==> src/hdl/matrix_params.svh <==
// matrix echo sizes
// baud divider, matrix dimensions, element range and store depth

`ifndef MATRIX_PARAMS_SVH
`define MATRIX_PARAMS_SVH

// uart bit time in clk cycles, small for simulation
`define CLKS_PER_BIT 16

// largest row or column count
`define MAX_DIM 5
`define MAX_ELEMS 25  // MAX_DIM squared

`define ELEM_MAX 9    // largest element value
`define NUM_SLOTS 2   // matrices held in the store

`endif

==> src/hdl/matrix_pkg.sv <==
// matrix echo types
// dimension, element, matrix, store slot and fill count types

`include "matrix_params.svh"

package matrix_pkg;

	typedef logic [2:0] dim_t;   // row or column count, 1..MAX_DIM
	typedef logic [7:0] elem_t;  // one element

	// one matrix, elems row-major from index 0, unused positions zero
	typedef struct packed {
		dim_t rows;
		dim_t cols;
		elem_t [`MAX_ELEMS-1:0] elems;
	} matrix_t;

	typedef logic [0:0] slot_t;  // store slot index
	typedef logic [1:0] count_t; // filled slots, 0..NUM_SLOTS

endpackage

==> src/hdl/uart_rx.sv <==
// uart_rx
// 8N1 receiver, samples each bit in its middle and strobes rx_done
// for one cycle per good frame. frames with a low stop bit are dropped

`timescale 1ns/1ps
`include "matrix_params.svh"

module uart_rx (
	input  logic       clk,
	input  logic       rst_n,
	input  logic       uart_rxd,
	output logic [7:0] rx_data,
	output logic       rx_done
);

	typedef enum logic [1:0] {RX_IDLE, RX_START, RX_DATA, RX_STOP} rx_state_t;

	rx_state_t   state;
	logic        rxd_meta, rxd_sync, rxd_prev; // sync chain + edge reg
	logic [15:0] clk_cnt;
	logic [2:0]  bit_idx;
	logic [7:0]  shift;

	assign rx_data = shift; // stable from last data bit until next frame

	// ======================================================================
	// line sync and frame fsm
	// ======================================================================
	always_ff @(posedge clk or negedge rst_n) begin
		if (!rst_n) begin
			rxd_meta <= 1'b1; // idle line is high
			rxd_sync <= 1'b1;
			rxd_prev <= 1'b1;
			state    <= RX_IDLE;
			clk_cnt  <= '0;
			bit_idx  <= '0;
			rx_done  <= 1'b0;
		end else begin
			rxd_meta <= uart_rxd;
			rxd_sync <= rxd_meta;
			rxd_prev <= rxd_sync;
			rx_done  <= 1'b0;
			case (state)
				RX_IDLE: begin
					clk_cnt <= '0;
					bit_idx <= '0;
					if (rxd_prev && !rxd_sync) state <= RX_START; // falling edge
				end
				RX_START: begin
					if (clk_cnt == 16'(`CLKS_PER_BIT / 2 - 1)) begin
						clk_cnt <= '0;
						state   <= rxd_sync ? RX_IDLE : RX_DATA; // glitch -> back to idle
					end else
						clk_cnt <= clk_cnt + 16'd1;
				end
				RX_DATA: begin
					if (clk_cnt == 16'(`CLKS_PER_BIT - 1)) begin
						clk_cnt <= '0;
						bit_idx <= bit_idx + 3'd1;
						if (bit_idx == 3'd7) state <= RX_STOP;
					end else
						clk_cnt <= clk_cnt + 16'd1;
				end
				default: begin // stop bit
					if (clk_cnt == 16'(`CLKS_PER_BIT - 1)) begin
						rx_done <= rxd_sync; // only strobe on a high stop bit
						state   <= RX_IDLE;
					end else
						clk_cnt <= clk_cnt + 16'd1;
				end
			endcase
		end
	end

	// data shift, lsb arrives first
	always_ff @(posedge clk) begin
		if (state == RX_DATA && clk_cnt == 16'(`CLKS_PER_BIT - 1))
			shift <= {rxd_sync, shift[7:1]};
	end

	a_rx_done_pulse: assert property (@(posedge clk) disable iff (!rst_n)
		rx_done |=> !rx_done)
		else $error("rx_done held for more than one cycle");

endmodule

==> src/hdl/matrix_parser.sv <==
// matrix_parser
// turns received ascii into a matrix: rows, cols, then rows*cols
// element digits. separators are skipped, bad input pulses parse_error

`timescale 1ns/1ps
`include "matrix_params.svh"

module matrix_parser (
	input  logic              clk,
	input  logic              rst_n,
	input  logic [7:0]        rx_data,
	input  logic              rx_done,
	output matrix_pkg::matrix_t matrix,
	output logic              matrix_valid,
	output logic              parse_error
);

	import matrix_pkg::*;

	typedef enum logic [1:0] {ST_ROWS, ST_COLS, ST_ELEMS} pstate_t;

	pstate_t  state;
	dim_t     rows_r, cols_r;
	logic [4:0] elem_idx, elem_total;       // element counter vs rows*cols
	elem_t [`MAX_ELEMS-1:0] elems_w, elems_next;
	logic [7:0] digit;
	logic     is_sep, is_digit, dim_ok, elem_ok, elem_wr, last_elem;

	// ======================================================================
	// byte classification
	// ======================================================================
	assign digit     = rx_data - 8'h30;
	assign is_sep    = (rx_data == 8'h20) || (rx_data == 8'h0D) || (rx_data == 8'h0A);
	assign is_digit  = (rx_data >= 8'h30) && (rx_data <= 8'h39);
	assign dim_ok    = (digit >= 8'd1) && (digit <= 8'(`MAX_DIM));
	assign elem_ok   = digit <= 8'(`ELEM_MAX);
	assign elem_wr   = rx_done && is_digit && elem_ok && (state == ST_ELEMS);
	assign last_elem = elem_idx == elem_total - 5'd1;

	// working array with the incoming element merged in
	always_comb begin
		elems_next = elems_w;
		if (elem_wr) elems_next[elem_idx] = digit;
	end

	// ======================================================================
	// token fsm
	// ======================================================================
	always_ff @(posedge clk or negedge rst_n) begin
		if (!rst_n) begin
			state        <= ST_ROWS;
			rows_r       <= '0;
			cols_r       <= '0;
			elem_idx     <= '0;
			elem_total   <= '0;
			matrix_valid <= 1'b0;
			parse_error  <= 1'b0;
		end else begin
			matrix_valid <= 1'b0;
			parse_error  <= 1'b0;
			if (rx_done && !is_sep) begin
				if (!is_digit) begin
					parse_error <= 1'b1; // restart at row count
					state       <= ST_ROWS;
				end else begin
					case (state)
						ST_ROWS: begin
							if (dim_ok) begin
								rows_r <= digit[2:0];
								state  <= ST_COLS;
							end else
								parse_error <= 1'b1;
						end
						ST_COLS: begin
							if (dim_ok) begin
								cols_r     <= digit[2:0];
								elem_total <= 5'(rows_r) * 5'(digit[2:0]);
								elem_idx   <= '0;
								state      <= ST_ELEMS;
							end else begin
								parse_error <= 1'b1;
								state       <= ST_ROWS;
							end
						end
						default: begin
							if (!elem_ok) begin
								parse_error <= 1'b1;
								state       <= ST_ROWS;
							end else if (last_elem) begin
								matrix_valid <= 1'b1; // whole matrix in
								state        <= ST_ROWS;
							end else
								elem_idx <= elem_idx + 5'd1;
						end
					endcase
				end
			end
		end
	end

	// element array, cleared when a new matrix gets its column count
	always_ff @(posedge clk) begin
		if (rx_done && is_digit && dim_ok && state == ST_COLS)
			elems_w <= '0;
		else
			elems_w <= elems_next;
		if (elem_wr && last_elem) begin
			matrix.rows  <= rows_r;
			matrix.cols  <= cols_r;
			matrix.elems <= elems_next;
		end
	end

	a_valid_dims: assert property (@(posedge clk) disable iff (!rst_n)
		matrix_valid |-> (matrix.rows >= 3'd1 && matrix.rows <= 3'(`MAX_DIM) &&
		                  matrix.cols >= 3'd1 && matrix.cols <= 3'(`MAX_DIM)))
		else $error("matrix_valid with dimension out of range");

endmodule

==> src/hdl/matrix_store.sv <==
// matrix_store
// NUM_SLOTS matrix registers written round-robin, oldest overwritten,
// with a saturating fill count and a combinational read port

`timescale 1ns/1ps
`include "matrix_params.svh"

module matrix_store (
	input  logic                clk,
	input  logic                rst_n,
	input  matrix_pkg::matrix_t matrix,
	input  logic                matrix_valid,
	input  matrix_pkg::slot_t   rd_slot,
	output matrix_pkg::matrix_t rd_matrix,
	output logic                wr_done,
	output matrix_pkg::slot_t   wr_slot,
	output matrix_pkg::count_t  stored_count
);

	import matrix_pkg::*;

	matrix_t mem [`NUM_SLOTS]; // slot memory
	slot_t   wr_ptr;           // next slot to write

	always_ff @(posedge clk) begin
		if (matrix_valid) mem[wr_ptr] <= matrix;
	end

	assign rd_matrix = mem[rd_slot]; // printer reads same cycle

	// ======================================================================
	// write pointer, strobe and fill count
	// ======================================================================
	always_ff @(posedge clk or negedge rst_n) begin
		if (!rst_n) begin
			wr_ptr       <= '0;
			wr_done      <= 1'b0;
			wr_slot      <= '0;
			stored_count <= '0;
		end else begin
			wr_done <= matrix_valid; // one cycle after the write
			if (matrix_valid) begin
				wr_slot <= wr_ptr;
				if (wr_ptr == slot_t'(`NUM_SLOTS - 1))
					wr_ptr <= '0; // wrap, oldest goes next
				else
					wr_ptr <= slot_t'(wr_ptr + 1'b1);
				if (stored_count != count_t'(`NUM_SLOTS))
					stored_count <= stored_count + 2'd1;
			end
		end
	end

	a_count_max: assert property (@(posedge clk) disable iff (!rst_n)
		stored_count <= count_t'(`NUM_SLOTS))
		else $error("stored_count above NUM_SLOTS");

endmodule

==> src/hdl/matrix_printer.sv <==
// matrix_printer
// prints the slot just written as ascii, digits split by single spaces,
// every row closed by CR LF, one byte per tx_start

`timescale 1ns/1ps
`include "matrix_params.svh"

module matrix_printer (
	input  logic                clk,
	input  logic                rst_n,
	input  logic                wr_done,
	input  matrix_pkg::slot_t   wr_slot,
	output matrix_pkg::slot_t   rd_slot,
	input  matrix_pkg::matrix_t rd_matrix,
	input  logic                tx_busy,
	output logic                tx_start,
	output logic [7:0]          tx_data
);

	import matrix_pkg::*;

	typedef enum logic [1:0] {P_IDLE, P_SEND, P_GAP} pstate_t;
	typedef enum logic [1:0] {PH_DIGIT, PH_SPACE, PH_CR, PH_LF} phase_t;

	pstate_t    state;
	phase_t     phase;
	dim_t       row, col;
	logic [4:0] elem_idx;  // row-major position, row*cols + col
	logic [7:0] cur_byte;
	logic       send;

	// next byte of the text
	always_comb begin
		case (phase)
			PH_DIGIT: cur_byte = 8'h30 + rd_matrix.elems[elem_idx];
			PH_SPACE: cur_byte = 8'h20;
			PH_CR:    cur_byte = 8'h0D;
			default:  cur_byte = 8'h0A;
		endcase
	end

	assign send = (state == P_SEND) && !tx_busy;

	// ======================================================================
	// walk rows and columns
	// ======================================================================
	always_ff @(posedge clk or negedge rst_n) begin
		if (!rst_n) begin
			state    <= P_IDLE;
			phase    <= PH_DIGIT;
			row      <= '0;
			col      <= '0;
			elem_idx <= '0;
			rd_slot  <= '0;
			tx_start <= 1'b0;
		end else begin
			tx_start <= 1'b0;
			case (state)
				P_IDLE: begin
					if (wr_done) begin // busy -> this matrix is not echoed
						rd_slot  <= wr_slot;
						row      <= '0;
						col      <= '0;
						elem_idx <= '0;
						phase    <= PH_DIGIT;
						state    <= P_SEND;
					end
				end
				P_SEND: begin
					if (send) begin
						tx_start <= 1'b1;
						state    <= P_GAP;
						case (phase)
							PH_DIGIT: begin
								elem_idx <= elem_idx + 5'd1;
								phase <= (col == dim_t'(rd_matrix.cols - 1'b1)) ? PH_CR : PH_SPACE;
							end
							PH_SPACE: begin
								col   <= col + 3'd1;
								phase <= PH_DIGIT;
							end
							PH_CR: phase <= PH_LF;
							default: begin // LF closes the row
								if (row == dim_t'(rd_matrix.rows - 1'b1))
									state <= P_IDLE; // last LF
								row   <= row + 3'd1;
								col   <= '0;
								phase <= PH_DIGIT;
							end
						endcase
					end
				end
				default: state <= P_SEND; // tx_busy is valid again next cycle
			endcase
		end
	end

	always_ff @(posedge clk) begin
		if (send) tx_data <= cur_byte;
	end

	a_no_start_busy: assert property (@(posedge clk) disable iff (!rst_n)
		tx_start |-> !tx_busy)
		else $error("tx_start while transmitter busy");

endmodule

==> src/hdl/uart_tx.sv <==
// uart_tx
// 8N1 transmitter, start bit, 8 data bits lsb first, stop bit,
// tx_busy high for the whole frame

`timescale 1ns/1ps
`include "matrix_params.svh"

module uart_tx (
	input  logic       clk,
	input  logic       rst_n,
	input  logic       tx_start,
	input  logic [7:0] tx_data,
	output logic       uart_txd,
	output logic       tx_busy
);

	logic [9:0]  frame;   // bit 0 is the one on the line
	logic [15:0] clk_cnt;
	logic [3:0]  bit_cnt;
	logic        bit_end;

	assign bit_end = clk_cnt == 16'(`CLKS_PER_BIT - 1);

	// ======================================================================
	// bit timing
	// ======================================================================
	always_ff @(posedge clk or negedge rst_n) begin
		if (!rst_n) begin
			uart_txd <= 1'b1;
			tx_busy  <= 1'b0;
			clk_cnt  <= '0;
			bit_cnt  <= '0;
		end else if (!tx_busy) begin
			if (tx_start) begin
				tx_busy  <= 1'b1;
				uart_txd <= 1'b0; // start bit
				clk_cnt  <= '0;
				bit_cnt  <= '0;
			end
		end else if (bit_end) begin
			clk_cnt <= '0;
			if (bit_cnt == 4'd9) begin
				tx_busy  <= 1'b0; // stop bit done
				uart_txd <= 1'b1;
			end else begin
				bit_cnt  <= bit_cnt + 4'd1;
				uart_txd <= frame[1]; // next bit
			end
		end else
			clk_cnt <= clk_cnt + 16'd1;
	end

	// frame shift register
	always_ff @(posedge clk) begin
		if (!tx_busy && tx_start)
			frame <= {1'b1, tx_data, 1'b0};
		else if (tx_busy && bit_end)
			frame <= {1'b1, frame[9:1]};
	end

endmodule

==> src/hdl/matrix_echo_top.sv <==
// matrix_echo_top
// uart receive -> parser -> matrix store -> printer -> uart transmit

`timescale 1ns/1ps
`include "matrix_params.svh"

module matrix_echo_top (
	input  logic               clk,
	input  logic               rst_n,
	input  logic               uart_rxd,
	output logic               uart_txd,
	output logic               parse_error,
	output matrix_pkg::count_t stored_count
);

	import matrix_pkg::*;

	// ======================================================================
	// input side
	// ======================================================================
	logic [7:0] rx_data;
	logic       rx_done;
	matrix_t    parsed;
	logic       matrix_valid;

	uart_rx u_uart_rx (
		.clk(clk), .rst_n(rst_n), .uart_rxd(uart_rxd),
		.rx_data(rx_data), .rx_done(rx_done)
	);

	matrix_parser u_parser (
		.clk(clk), .rst_n(rst_n), .rx_data(rx_data), .rx_done(rx_done),
		.matrix(parsed), .matrix_valid(matrix_valid), .parse_error(parse_error)
	);

	// store and output side
	matrix_t    rd_matrix;
	slot_t      rd_slot, wr_slot;
	logic       wr_done;
	logic       tx_start, tx_busy;
	logic [7:0] tx_data;

	matrix_store u_store (
		.clk(clk), .rst_n(rst_n), .matrix(parsed), .matrix_valid(matrix_valid),
		.rd_slot(rd_slot), .rd_matrix(rd_matrix), .wr_done(wr_done),
		.wr_slot(wr_slot), .stored_count(stored_count)
	);

	matrix_printer u_printer (
		.clk(clk), .rst_n(rst_n), .wr_done(wr_done), .wr_slot(wr_slot),
		.rd_slot(rd_slot), .rd_matrix(rd_matrix), .tx_busy(tx_busy),
		.tx_start(tx_start), .tx_data(tx_data)
	);

	uart_tx u_uart_tx (
		.clk(clk), .rst_n(rst_n), .tx_start(tx_start), .tx_data(tx_data),
		.uart_txd(uart_txd), .tx_busy(tx_busy)
	);

endmodule

==> config.mk <==
export PLATFORM = sky130hd
export DESIGN_NAME = matrix_echo_top
export DESIGN_NICKNAME = d
export VERILOG_FILES = /design/src/hdl/matrix_pkg.sv /design/src/hdl/uart_rx.sv /design/src/hdl/matrix_parser.sv /design/src/hdl/matrix_store.sv /design/src/hdl/matrix_printer.sv /design/src/hdl/uart_tx.sv /design/src/hdl/matrix_echo_top.sv
export VERILOG_INCLUDE_DIRS = /design/src /design/src/hdl
export SDC_FILE = /design/constraint.sdc
export NUM_CORES = 1
export LEC_CHECK = 0
export BUFFER_PORTS_ARGS = -buffer_cell sky130_fd_sc_hd__buf_2
export CAP_MARGIN = 25
export CORE_UTILIZATION = 45
export CTS_CLUSTER_DIAMETER = 200
export DETAILED_ROUTE_END_ITERATION = 8
export SLEW_MARGIN = 0
export SYNTH_ARGS = -nofsm -noshare
export SYNTH_HDL_FRONTEND = slang
export SYNTH_HIERARCHICAL = 1
export SYNTH_SLANG_ARGS = --single-unit
==> constraint.sdc <==
create_clock -name clk -period 19.9 [get_ports clk]
set_clock_uncertainty 0.15 [all_clocks]
set_input_delay 3.98 -clock clk [delete_from_list [all_inputs] [get_ports clk]]
set_output_delay 3.98 -clock clk [all_outputs]
set_load 0.02 [all_outputs]
### Yosys cells after proc, flatten, opt, wreduce, memory -nomap -nowiden

Memories as Yosys holds them, arrays and structs flattened.
Cells that the tools add are included.

| operators by class | value |
|---|---|
| add/sub/neg operators | 15 |
| order comparisons | 8 |
| bitwise gates (word level) | 1 |
| equal/unequal tests | 35 |
| reductions and logical operators | 49 |
| shift-type cells | 0 |
| div/mod/pow operators | 0 |
| muxes and demuxes | 85 |
| $mul | 1 |

Operators with widths:

| kind | count |
|---|---|
| bitwise mux 200 bit | 1 |
| 2-to-1 mux 200 bit | 1 |
| 2-to-1 mux 16 bit | 6 |
| case mux 16 bit (3 select lines) | 1 |
| binary-select mux 8 bit (select 5 bit) | 1 |
| demux 8 bit (select 5 bit) | 1 |
| 2-to-1 mux 2 bit | 18 |
| adder 16 x 1 -> 16 bit, second input constant | 2 |
| equality test 16 x 4 -> 1 bit, second input constant | 2 |
| 2-to-1 mux 5 bit | 6 |
| 2-to-1 mux 1 bit | 25 |
| case mux 3 bit (2 select lines) | 4 |
| case mux 8 bit (3 select lines) | 1 |
| case mux 5 bit (2 select lines) | 2 |
| AND reduction 4 bit | 5 |
| 2-to-1 mux 9 bit | 2 |
| equality test 16 x 3 -> 1 bit, second input constant | 1 |
| equality test 8 x 4 -> 1 bit, second input constant | 2 |
| 2-to-1 mux 4 bit | 4 |
| 2-to-1 mux 8 bit | 2 |
| != test 2 bit, second input constant | 8 |
| case mux 2 bit (2 select lines) | 4 |
| logical AND 1 bit | 15 |
| 2-to-1 mux 3 bit | 5 |
| 41 further kinds | 75 |

| storage, ports and cells | value |
|---|---|
| bits in latches | 0 |
| logic and storage cells | 280 |
| memory bits (writable) | 412 |
| memories | 1 |
| bits in read-only memories | 0 |
| register bits | 520 |

Memories:

| name | words | width | rd ports | clocked after Yosys merged registers in | write ports | RTL line | source |
|---|---|---|---|---|---|---|---|
| u_store.mem | 2 | 206 | 1 | 0 | 1 | matrix_store.sv:22 | `` matrix_t mem [`NUM_SLOTS]; `` |

### Logic depth before layout (Yosys ltp)

Gate-level depths: netlist of the first run.

| logic depth | value |
|---|---|
| word-level depth | 7 |
| depth in mapped cells | 11 |
| depth with buffers taken out | 9 |

### Hierarchy

The synthesis of the first run kept the hierarchy.

Modules (own cells, without submodules):

| module | cells an instance | seq. area each (µm²) | area an instance (µm²) | instances |
|---|---|---|---|---|
| matrix_store | 656 | 12497.0 | 15641.3 | 1 |
| matrix_parser | 1055 | 10690.3 | 15584.9 | 1 |
| matrix_printer | 279 | 665.6 | 3134.3 | 1 |
| uart_rx | 152 | 869.6 | 1691.6 | 1 |
| uart_tx | 156 | 792.0 | 1624.1 | 1 |

### Least setup slack after synthesis of the first run

Ideal clock, no wire load.

| timing | value |
|---|---|
| path kind | register to register |
| start point | register u_uart_rx.shift[5], in the netlist u_uart_rx/rx_data[5] |
| end point | register, netlist name u_parser/matrix[0] |
| setup slack | -2.135 ns |
| setup time | 1.275 ns |
| data arrival time | 20.610 ns |
| stages on the path, launching flop included | 6 |
| path buffers | 0 |
| cells stage by stage | edfxtp_1 ha_1 nand2b_1 a211oi_2 o31ai_1 nor4_1 |

| between the ends | value |
|---|---|
| word-level cells in the longest chain between the ends | 6 |
| elaborated cells between the ends (all ways) | 9 |
| classes of those cells | add/sub: 1; order compare: 3; reduce/logical: 5 |

Ends and longest elaborated chain:

| what | RTL line | source |
|---|---|---|
| from (decl) | uart_rx.sv:22 | `logic [7:0] shift;` |
| from (signal assigned) | uart_rx.sv:78 | `shift <= {rxd_sync, shift[7:1]};` |
| parallel branches: the longest is 3 deep, another holds subtractor 8 x 6 -> 8 bit | -- |  |
| logical AND 1 bit * (2 in a row) | matrix_parser.sv:37 | `assign elem_wr = rx_done && is_digit && elem_ok && (state == ST_ELEMS);` |
| logical AND 1 bit * | matrix_parser.sv:107 | `if (elem_wr && last_elem) begin` |

Mark *: on every way between the ends.
A chain may end at the register's enable or synchronous reset.

### Worst setup path in the final report of the first run

| timing | value |
|---|---|
| start point | register u_uart_tx.uart_txd |
| end point | output port uart_txd |

RTL lines:

| what | RTL line | source |
|---|---|---|
| from (decl) | uart_tx.sv:13 | `output logic uart_txd,` |
| from (signal assigned) | uart_tx.sv:47 | `uart_txd <= frame[1];` |
| to (decl) | matrix_echo_top.sv:11 | `output logic uart_txd,` |

No word-level cell between the ends.

==> reports/results.ini, run 1 <==
[timing]
post-route-min-period_ns = 5.45
worst_slack_ns = 14.45
worst_pin_slew_ns = 1.09
slew_violations = 0
clock.fmax_mhz = 183
fin_tns_setup_ns = 0
relSlewSlack = 0.272
setup_viol = 0
hold_viol = 0
hold_slack_ns = 0.211
grt_setup_unrepaired = false
min_period_over_period = 0.274

[cts]
cts_buffers = 95
cts.hold.buffers_added = 0
cts_max_level = 3
cts.sinks = 931
ctsResizeCount = 0
clk_pin_slew_ns = 0.06
cts_root_buffer = clkbuf_16
insertion_delay_ns = 0.64
cts_tree = built
post_cts_buffers = 0
clockBufferDepth = 3

[floorplanning]
die_height_um = 291
dieArea_um2 = 84900
fp.dieW_um = 291
fp.coreArea_um2 = 82500
rows = 105
pin_count = 7
initial_core_util = 0.457

[global_route]
grt_use_total = 0.171
grt_max_degree = 167
antenna_found_initial = 1
grt_pass1_vias = 19200
overflow = 0
grt_pass1_wl_mm = 112

[synthesis]
yosysTopAreaCellShare = 0.512
yosysWarnings = 6
netlist_instances = 2298
yosys-top-cells-area = edfxtp_1 (51%), dfxtp_1 (11%), mux2_4 (6.1%), mux2_2 (5.7%), dfrtp_1 (5.6%)
synth_seq_area_share = 0.677
ys_types = 90
ys_top_cells_by_count = edfxtp_1 (642), and2_1 (260), dfxtp_1 (200), mux2_2 (192), mux2_4 (152)
syn_area_um2 = 37700
async_flop_share = 0.0956
synth-edff-count = 642
synthesis.nets = 2333
synth_top_area_cell = edfxtp_1
synth_ff_type = edfxtp_1
synth-seq-cells = 931
yosysMostFrequentCell = edfxtp_1
synth_area_per_cell_um2 = 16.4

[pwr]
power_density_nw_per_um2 = 94.0
ir_drop_v = 0.0000707
clockPowerShare = 0.465
power_switching_mw = 0.759
p_leak_nw = 12.8
intPower_mw = 3.17
combPwrFrac = 0.009
netSwitchingFraction = 0.194
seqPwrFrac = 0.526

[setup_path]
arrival_ns = 1.32
cp_max_fo = 3
critPathLaunchType = register
crit_chain = buf_2
worstRegToRegCells = 8
crit_end = uart_txd
cpMaxStageDelayCell = dfstp_2
critical_path_cell_count = 1
r2r_setup_slack_ns = 15.73
r2r_start = u_printer/rd_slot$_DFFE_PN0P_
crit_path_end_kind = output pin
critical-path-top-delay-family = flip-flops
slowest_delay_ns = 0.54
r2r-end = u_printer/tx_data[1]$_DFFE_PP_
worstSetupPathType = register to output pin
cp.required_ns = 15.77
worst-path-buf-inv = 1
critical_path.startpoint = u_uart_tx/uart_txd$_DFFE_PN1P_

[run]
max_cap_viol_count = 0

[finish]
final_area_um2 = 41800
drive_gt1_frac = 0.263
fill_cells = 6762
area_growth_pct = 10.8
multiInputGateArea_um2 = 11200
nets = 2340
fin_util = 0.506
seq_area_um2 = 25500

[route]
wl_mm = 71.9
drt_iter0_drc = 1061
drt-met1-wl_mm = 32.4
wl_per_cell_um = 20.8
via_count = 18500
drc = 0
dr_wl_met3_mm = 2.47
met2WireLength_mm = 35.6
ant_nets = 0
routed_via_density = 5.35
drt_first_pass_iters = 5
dr.max_layer_used = met4

[placed_design]
place_congestion = 0.808
dp_slack_ns = 14.47
numPortBuffers = 6
post_dp_cell_area_um2 = 38500
place.detailed.hpwl_mm = 40.8

[hold_path]
min_path_type = register to register
whs_path_depth = 0

[run_status]
outcome = finished clean

cells by family (layout without fill, tap and decap cells):
family,after synthesis,in the layout,synth area share
buffers and inverters,150,239,0.0252
XOR/XNOR,36,36,0.00837
flip-flops,931,931,0.677
other,0,1,0
AND/OR/NAND/NOR,574,574,0.0973
AO/OA/AOI/OAI,153,153,0.0279
adder cells (fa/ha/maj),32,32,0.0110
multiplexers,422,422,0.153
registers in the layout (all words and copies together) (netlist names), 3 cells and up:
register             count
u_store/mem            412
u_printer/col            3
u_printer/elem_idx       5
u_uart_rx/rx_data        8
u_printer/tx_data        8
u_uart_tx/frame          8
u_printer/row            3
u_parser/rows_r          3
u_parser/cols_r          3
u_parser/elem_total      5
u_uart_rx/clk_cnt       16
u_uart_tx/bit_cnt        4
u_parser/elem_idx        5
u_parser/elems_w       200
u_uart_tx/clk_cnt       16
u_uart_rx/bit_idx        3
u_parser/matrix        206
worst min-delay path by stage:
stage | startpoint | endpoint | slack [ns]
after detailed placement | u_uart_rx/rxd_meta$_DFF_PN1_ | u_uart_rx/rxd_sync$_DFF_PN1_ | 0.20
after global routing | u_uart_rx/rxd_meta$_DFF_PN1_ | u_uart_rx/rxd_sync$_DFF_PN1_ | 0.22
final | u_uart_rx/rxd_meta$_DFF_PN1_ | u_uart_rx/rxd_sync$_DFF_PN1_ | 0.21
after CTS | u_uart_rx/rxd_meta$_DFF_PN1_ | u_uart_rx/rxd_sync$_DFF_PN1_ | 0.21
after floorplan | u_uart_rx/rxd_meta$_DFF_PN1_ | u_uart_rx/rxd_sync$_DFF_PN1_ | 0.20
after global placement | u_uart_rx/rxd_meta$_DFF_PN1_ | u_uart_rx/rxd_sync$_DFF_PN1_ | 0.20
stage by stage:
stage / total power [mW] / cells
2_1_floorplan: 2.13 / 2298
3_3_place_gp: 2.14 / 3276
3_5_place_dp: 2.14 / 3277
4_1_cts: 3.97 / 3456
5_1_grt: 4.05 / 3457
6_report: 3.92 / 3458
routing by layer:
layer / vias up / track usage
met5: - / 0
met4: 0 / 0.0497
met3: 98 / 0.0231
met2: 319 / 0.294
met1: 9481 / 0.227
li1: 8593 / -
power by group through the flow:
stage	sequential, mW	clock, mW	combinational, mW
final	2.07	1.82	0.0356
after CTS	2.07	1.87	0.0361
after global routing	2.07	1.94	0.0397
after detailed placement	2.11	0	0.0360
after global placement	2.11	0	0.0342
after floorplan	2.10	0	0.0381
cell usage in the layout (no fill, tap or decap), drive strengths merged, types with 5 or more instances in the layout:
cell type  count
nand3b         5
o31ai          7
bufinv        12
dfxtp        200
and4           7
dfrtp         85
a22oi         12
and2         269
nand3         57
a211oi        12
nand2         58
o21ai         31
a22o          10
clkbuf       130
and2b          5
nor3b          9
mux2         344
a31oi         14
mux4          38
a21oi         28
o211ai         7
inv           36
nand4         26
nand2b         8
nor2b         30
xnor2         17
a21o           5
nor4          12
nor2          37
xor2          19
and3          17
nor3          13
buf           29
a41oi          6
ha            30
edfxtp       642
clkinv        28
mux2i         40
cell type report:
class	count	share of cell area
Clock buffer	130	0.0642
Tap cell	1070	0.0321
Timing Repair Buffer	29	0.00623
Antenna cell	1	0.0000599
Inverter	31	0.00279
Clock inverter	49	0.0138
Multi-Input combinational cell	1217	0.269
Sequential cell	931	0.611
Power figures use the tool's default switching activity.
==> run 2: changes to the inputs <==
--- a/config.mk
+++ b/config.mk
@@ -6,6 +6,7 @@
 export SDC_FILE = /design/constraint.sdc
 export NUM_CORES = 1
 export LEC_CHECK = 0
+export ABC_AREA = 1
 export BUFFER_PORTS_ARGS = -buffer_cell sky130_fd_sc_hd__buf_2
 export CAP_MARGIN = 25
 export CORE_UTILIZATION = 45
==> constraint.sdc (replaced) <==
create_clock -name clk -period 4.6 [get_ports clk]
set_clock_uncertainty 0.15 [all_clocks]
set_input_delay 0.92 -clock clk [delete_from_list [all_inputs] [get_ports clk]]
set_output_delay 0.92 -clock clk [all_outputs]
set_load 0.02 [all_outputs]
==> run 2 against run 1 <==
  * Setup slack got worse by 13 ns
  * Highest routed layer unchanged
  * Critical path depth is 7 higher
  * Synthesized cell count rose by 70%
  * Core utilization fell by 0.45 points
  * Power increased to 4.4 times the previous value
  * Wire length grew 23%
  * Hold slack got worse by 0.11 ns
  * First-iteration DRC count up 86%
==> reports/results.ini, run 2 <==
[pwr]
power_density_nw_per_um2 = 387
intPower_mw = 13.6
p_leak_nw = 17.3
combPwrFrac = 0.015
netSwitchingFraction = 0.206
power_switching_mw = 3.55
clockPowerShare = 0.465
seqPwrFrac = 0.520
ir_drop_v = 0.000338

[timing]
worst_pin_slew_ns = 0.946
clock.fmax_mhz = 281
hold_viol = 0
post-route-min-period_ns = 3.55
setup_viol = 0
min_period_over_period = 0.772
relSlewSlack = 0.369
grt_setup_unrepaired = false
slew_violations = 0

[synthesis]
yosysTopAreaCellShare = 0.480
yosysMostFrequentCell = nand2_1
syn_area_um2 = 40100
ys_top_cells_by_count = nand2_1 (1065), edfxtp_1 (642), inv_1 (457), nor2_1 (236), o21ai_0 (201)
synth_top_family_by_area = simple AND/OR/NAND/NOR gates
synth_compound_area_frac = 0.0925
synth.mux.area_fraction = 0
yosysWarnings = 6
synth_xor_area_frac = 0.00611
synthSimpleGateAreaFrac = 0.178
synth_ff_type = edfxtp_1
synth_seq_area_share = 0.636
async_flop_share = 0.0956
synthesis.nets = 3944
synthAdderAreaFrac = 0.0103
synth_area_per_cell_um2 = 10.3
synth-seq-cells = 931
netlist_instances = 3909
yosys-top-cells-area = edfxtp_1 (48%), dfxtp_1 (10%), nand2_1 (10%), dfrtp_1 (5.3%), inv_1 (4.3%)
ys_types = 52
synth-edff-count = 642
synth_top_area_cell = edfxtp_1

[placed_design]
numPortBuffers = 6
place_inst = 4946
place.detailed.hpwl_mm = 52.4
post_dp_cell_area_um2 = 41000
place_congestion = 0.793

[route]
drt_iter0_drc = 1972
wl_mm = 88.3
routed_via_density = 5.13
drc = 0
wl_per_cell_um = 17.2
ant_nets = 0
via_count = 26300
drt_first_pass_iters = 5

[cts]
post_cts_buffers = 0
cts_tree = built
ctsResizeCount = 0
clk_pin_slew_ns = 0.06
cts_buffers = 98
cts_max_level = 3
insertion_delay_ns = 0.68
cts_root_buffer = clkbuf_16
clockBufferDepth = 3
cts.sinks = 931
cts.hold.buffers_added = 0

[global_route]
grt_max_degree = 133
grt_pass1_vias = 25100
grt_use_total = 0.197
met2_usage = 0.329
use_met3 = 0.0252
overflow = 0
antenna_found_initial = 2
grt.busiest_layer = met2
use_met1 = 0.265
grt_pass1_wl_mm = 139

[floorplanning]
rows = 109
die_height_um = 301
fp.dieW_um = 301
pin_count = 7
fp.coreArea_um2 = 88400
dieArea_um2 = 90400
initial_core_util = 0.454

[setup_path]
r2r-end = u_parser/matrix[32]$_DFFE_PP_
cp_max_fo = 40
cp.required_ns = 4.76
worstSetupPathType = register to register
worstRegToRegCells = 8
cpMaxStageDelayCell = inv_2
critical-path-top-delay-family = simple AND/OR/NAND/NOR gates
crit_path_end_kind = register
slowest_delay_ns = 0.65
r2r_setup_slack_ns = 1.05
critPathLaunchType = register
critPathMostFrequentCell = nor2_4
worst-path-buf-inv = 2
crit_chain = inv_2 -> a21oi_2 -> nor2_2 -> nand2_2 -> nor2_4 -> nand2_4 -> nor2_4 -> buf_12
r2r_start = u_uart_rx/rx_data[1]$_DFFE_PP_
arrival_ns = 3.72

[finish]
final_area_um2 = 44300
largest_reg_flops = 412
fill_cells = 7914
final_common_cell = nand2_1
top_register = u_store/mem
reg_top3 = u_store/mem (412), u_parser/matrix (206), u_parser/elems_w (200)
final_cell_mix = nand2_1 (1064), edfxtp_1 (642), inv_1 (456)
nets = 3916
area_growth_pct = 10.4
layout.cells.non_filler = 5132
antenna_cells = 0
drive_gt1_frac = 0.123

[run_status]
outcome = finished clean

[hold_path]
min_path_type = input port to asynchronous set/reset pin

[run]
max_cap_viol_count = 0

[run 2: cell count changes after synthesis, sizes merged, moves of 30 or more]
| cell | before | now |
|---|---|---|
| inv | 31 | 480 |
| a21oi | 28 | 144 |
| nand3 | 57 | 140 |
| mux2i | 40 | 0 |
| nand2 | 58 | 1088 |
| and2 | 269 | 1 |
| buf | 71 | 146 |
| nor2b | 30 | 0 |
| nor2 | 37 | 266 |
| mux2 | 344 | 0 |
| nand4 | 26 | 138 |
| o21ai | 31 | 418 |
| mux4 | 38 | 0 |
[run 2: through the flow]
step / setup TNS [ns] / power (mW) / hold WS [ns] / util / setup slack [ns]
after floorplan: -49.92 / 9.28 / 0.195 / - / -0.242
after global placement: 0 / 9.36 / 0.197 / 0.464 / 1.14
after detailed placement: 0 / 9.36 / 0.197 / 0.464 / 1.09
after CTS: 0 / 17.4 / 0.0868 / 0.502 / 1.05
after global routing: 0 / 17.7 / 0.131 / 0.502 / 0.904
final: 0 / 17.2 / 0.0970 / 0.502 / 1.05
[run 2: metal layers]
layer / routed length (µm) / up-vias
met5: 0 / -
met4: 2520 / 0
met3: 3900 / 155
met2: 42100 / 563
met1: 39800 / 12600
li1: - / 13000
[run 2: worst max-delay path by stage]
stage,start,end,slack [ns],cells after the start
6_report,u_uart_rx/rx_data[1]$_DFFE_PP_,u_parser/matrix[32]$_DFFE_PP_,1.05,8
2_1_floorplan,u_uart_rx/rx_data[5]$_DFFE_PP_,u_parser/matrix[0]$_DFFE_PP_,-0.24,10
3_3_place_gp,u_uart_rx/rx_data[1]$_DFFE_PP_,u_parser/matrix[24]$_DFFE_PP_,1.14,8
3_5_place_dp,u_uart_rx/rx_data[1]$_DFFE_PP_,u_parser/matrix[24]$_DFFE_PP_,1.09,8
5_1_grt,u_uart_rx/rx_data[1]$_DFFE_PP_,u_parser/matrix[32]$_DFFE_PP_,0.90,8
4_1_cts,u_uart_rx/rx_data[1]$_DFFE_PP_,u_parser/matrix[32]$_DFFE_PP_,1.05,8
[run 2: final cells by class]
cell class	count	area (µm²)	area share
Multi-Input combinational cell	2316	11600	0.261
Sequential cell	931	25500	0.576
Tap cell	1165	1460	0.0329
Inverter	480	1820	0.0410
Timing Repair Buffer	54	626	0.0141
Clock buffer	132	2700	0.0609
Clock inverter	54	619	0.0140
[run 2: cells by family after synthesis]
logic type / Yosys count
buffers and inverters: 662
adders and majority gates: 32
AOI/OAI and AO/OA: 596
DFF: 931
xor gates and xnor gates: 28
and+or+nand+nor: 1660
[run 2: worst register-to-register path, delay by kind of cell (launching register included)]
| family | cells | cell delay [ns] |
|---|---|---|
| simple gates | 5 | 1.42 |
| buf+inv | 2 | 0.98 |
| flops | 1 | 0.50 |
| compound gates | 1 | 0.16 |
[run 2: power groups by stage]
stage / clock network [mW] / registers (mW) / logic (mW)
final: 7.99 / 8.93 / 0.254
after global placement: 0 / 9.10 / 0.256
after detailed placement: 0 / 9.10 / 0.258
after global routing: 8.49 / 8.93 / 0.292
after CTS: 8.18 / 8.93 / 0.259
after floorplan: 0 / 9.09 / 0.189
==> run 3: changes to the inputs <==
==> constraint.sdc (replaced) <==
create_clock -name clk -period 2.89 [get_ports clk]
set_clock_uncertainty 0.15 [all_clocks]
set_input_delay 0.578 -clock clk [delete_from_list [all_inputs] [get_ports clk]]
set_output_delay 0.578 -clock clk [all_outputs]
set_load 0.02 [all_outputs]
==> run 3 against run 2 <==
  * Die area stayed put
  * Cell area is 1.2% higher
  * Sequential power is 59% higher
  * Via count is 0.65% higher
  * Combinational power is 63% higher
  * Core utilization is 0.59 points higher
  * Largest cell class unchanged
  * Clock power is 48% higher
==> reports/results.ini, run 3 (synthesis gave the netlist of run 2 again) <==
[setup_path]
r2r_setup_slack_ns = 0.27
r2r-end = u_printer/tx_data[5]$_DFFE_PP_
cp_max_fo = 31
critical-path-top-delay-family = simple AND/OR/NAND/NOR gates
crit_path_end_kind = register
slowest_delay_ns = 0.51
critPathMostFrequentCell = nand2_1
crit_end = u_printer/tx_data[5]$_DFFE_PP_
crit_chain = buf_12 -> nand2_1 -> o21ai_2 -> inv_1 -> nand2_1 -> nand3_1 -> nand2_1 -> nand2_1 -> nand2_1 -> nor2_1 -> nand2_1 -> nand2_2 -> ha_1 -> o31ai_1
cp.required_ns = 3.22
worstRegToRegCells = 14
r2r_start = u_printer/rd_slot$_DFFE_PN0P_
critical_path.startpoint = u_printer/rd_slot$_DFFE_PN0P_
arrival_ns = 2.96
worstSetupPathType = register to register
worst-path-buf-inv = 2
critPathLaunchType = register
cpMaxStageDelayCell = dfrtp_4
critical_path_cell_count = 14

[global_route]
overflow = 0
grt_use_total = 0.200
grt_pass1_vias = 25100
grt_max_degree = 116
antenna_found_initial = 1
grt_pass1_wl_mm = 141

[cts]
clockBufferDepth = 3
cts_tree = built
cts_max_level = 3
insertion_delay_ns = 0.67
cts_root_buffer = clkbuf_16
post_cts_buffers = 0
cts_buffers = 95
cts.sinks = 931
clk_pin_slew_ns = 0.06

[floorplanning]
initial_core_util = 0.454
dieArea_um2 = 90400
die_height_um = 301
fp.dieW_um = 301
fp.coreArea_um2 = 88400
rows = 109
pin_count = 7

[hold_path]
hp-start = u_uart_rx/rxd_meta$_DFF_PN1_
min_path_type = register to register

[route]
routed_via_density = 5.10
drc = 0
drt_first_pass_iters = 6
wl_mm = 88.7
drt_iter0_drc = 1947
ant_nets = 0
wl_per_cell_um = 17.1
via_count = 26500

[run_status]
outcome = finished clean

[pwr]
total_power_mw = 26.4
p_leak_nw = 17.6
ir_drop_v = 0.000518
power_density_nw_per_um2 = 590

[timing]
worst_pin_slew_ns = 0.945
hold_viol = 0
setup_viol = 0
slew_violations = 0
hold_slack_ns = 0.204
relSlewSlack = 0.368
min_period_over_period = 0.908
grt_setup_unrepaired = false
post-route-min-period_ns = 2.62
clock.fmax_mhz = 381

[finish]
drive_gt1_frac = 0.135
area_growth_pct = 11.7
top_register = u_store/mem
largest_reg_flops = 412
fill_cells = 7891
nets = 3982
final_common_cell = nand2_1
fin_util = 0.507
multiInputGateArea_um2 = 11600
antenna_cells = 0
reg_top3 = u_store/mem (412), u_parser/matrix (206), u_parser/elems_w (200)
final_cell_mix = nand2_1 (1063), edfxtp_1 (642), inv_1 (455)
seq_area_um2 = 25500

[placed_design]
numPortBuffers = 6
place.detailed.hpwl_mm = 55.3
place_congestion = 0.785

[run]
max_cap_viol_count = 0

## run 3: changes by cell type in the layout (fill, tap and decap cells not counted), sizes merged
cell         before  now
buf              54  121
bufinv            9    4
clkinvlp          7    3
clkbuf          132  129
inv             481  484
clkinv           37   39
dlygate4sd3       0    2
## run 3: area by class of cell
cell class	instances	share of cell area
flip-flops and latches	931	0.569
multi-input cells	2316	0.258
clock buffers	129	0.0574
inverters	480	0.0405
well taps	1165	0.0325
repair buffers	123	0.0324
clock inverters	50	0.00960
## run 3: worst min path at each step
stage | slack (ns) | endpoint | cells after the start
2_1_floorplan | 0.13 | u_parser/cols_r[0]$_DFFE_PN0P_ | 0
5_1_grt | 0.21 | u_uart_rx/rxd_sync$_DFF_PN1_ | 0
6_report | 0.20 | u_uart_rx/rxd_sync$_DFF_PN1_ | 0
4_1_cts | 0.21 | u_uart_rx/rxd_sync$_DFF_PN1_ | 0
3_3_place_gp | 0.20 | u_uart_rx/rxd_sync$_DFF_PN1_ | 0
3_5_place_dp | 0.20 | u_uart_rx/rxd_sync$_DFF_PN1_ | 0
## run 3: where the power goes
group / total, mW / switching, mW / leakage (nW) / internal (mW)
clock: 11.8 / 5.17 / 1.47 / 6.66
combinational: 0.415 / 0.293 / 9.16 / 0.123
sequential: 14.2 / 0.0679 / 6.94 / 14.1
## run 3: per-stage QoR
stage	area, µm²	worst slack (ns)	std cells	TNS [ns]
3_5_place_dp	41800	0.211	5013	0
2_1_floorplan	40200	-1.95	3909	-903.55
6_report	44800	0.267	5194	0
3_3_place_gp	41800	0.278	5013	0
5_1_grt	44800	0.0179	5194	0
4_1_cts	44800	0.229	5194	0
## run 3: repair_timing
| item | in CTS | in global routing |
|---|---|---|
| gates resized for setup | 0 | 1 |
| hold buffers | 2 | 0 |
| endpoints found under the hold margin | 43 | 0 |
| endpoints found under the setup margin | 0 | 2 |
## run 3: layer usage
layer / vias to the layer above / share of wire / GRT usage
met1: 12600 / 0.46 / 0.281
met2: 581 / 0.47 / 0.325
li1: 13200 / - / -
met5: - / 0 / 0
met3: 123 / 0.054 / 0.0321
met4: 0 / 0.019 / 0.0516
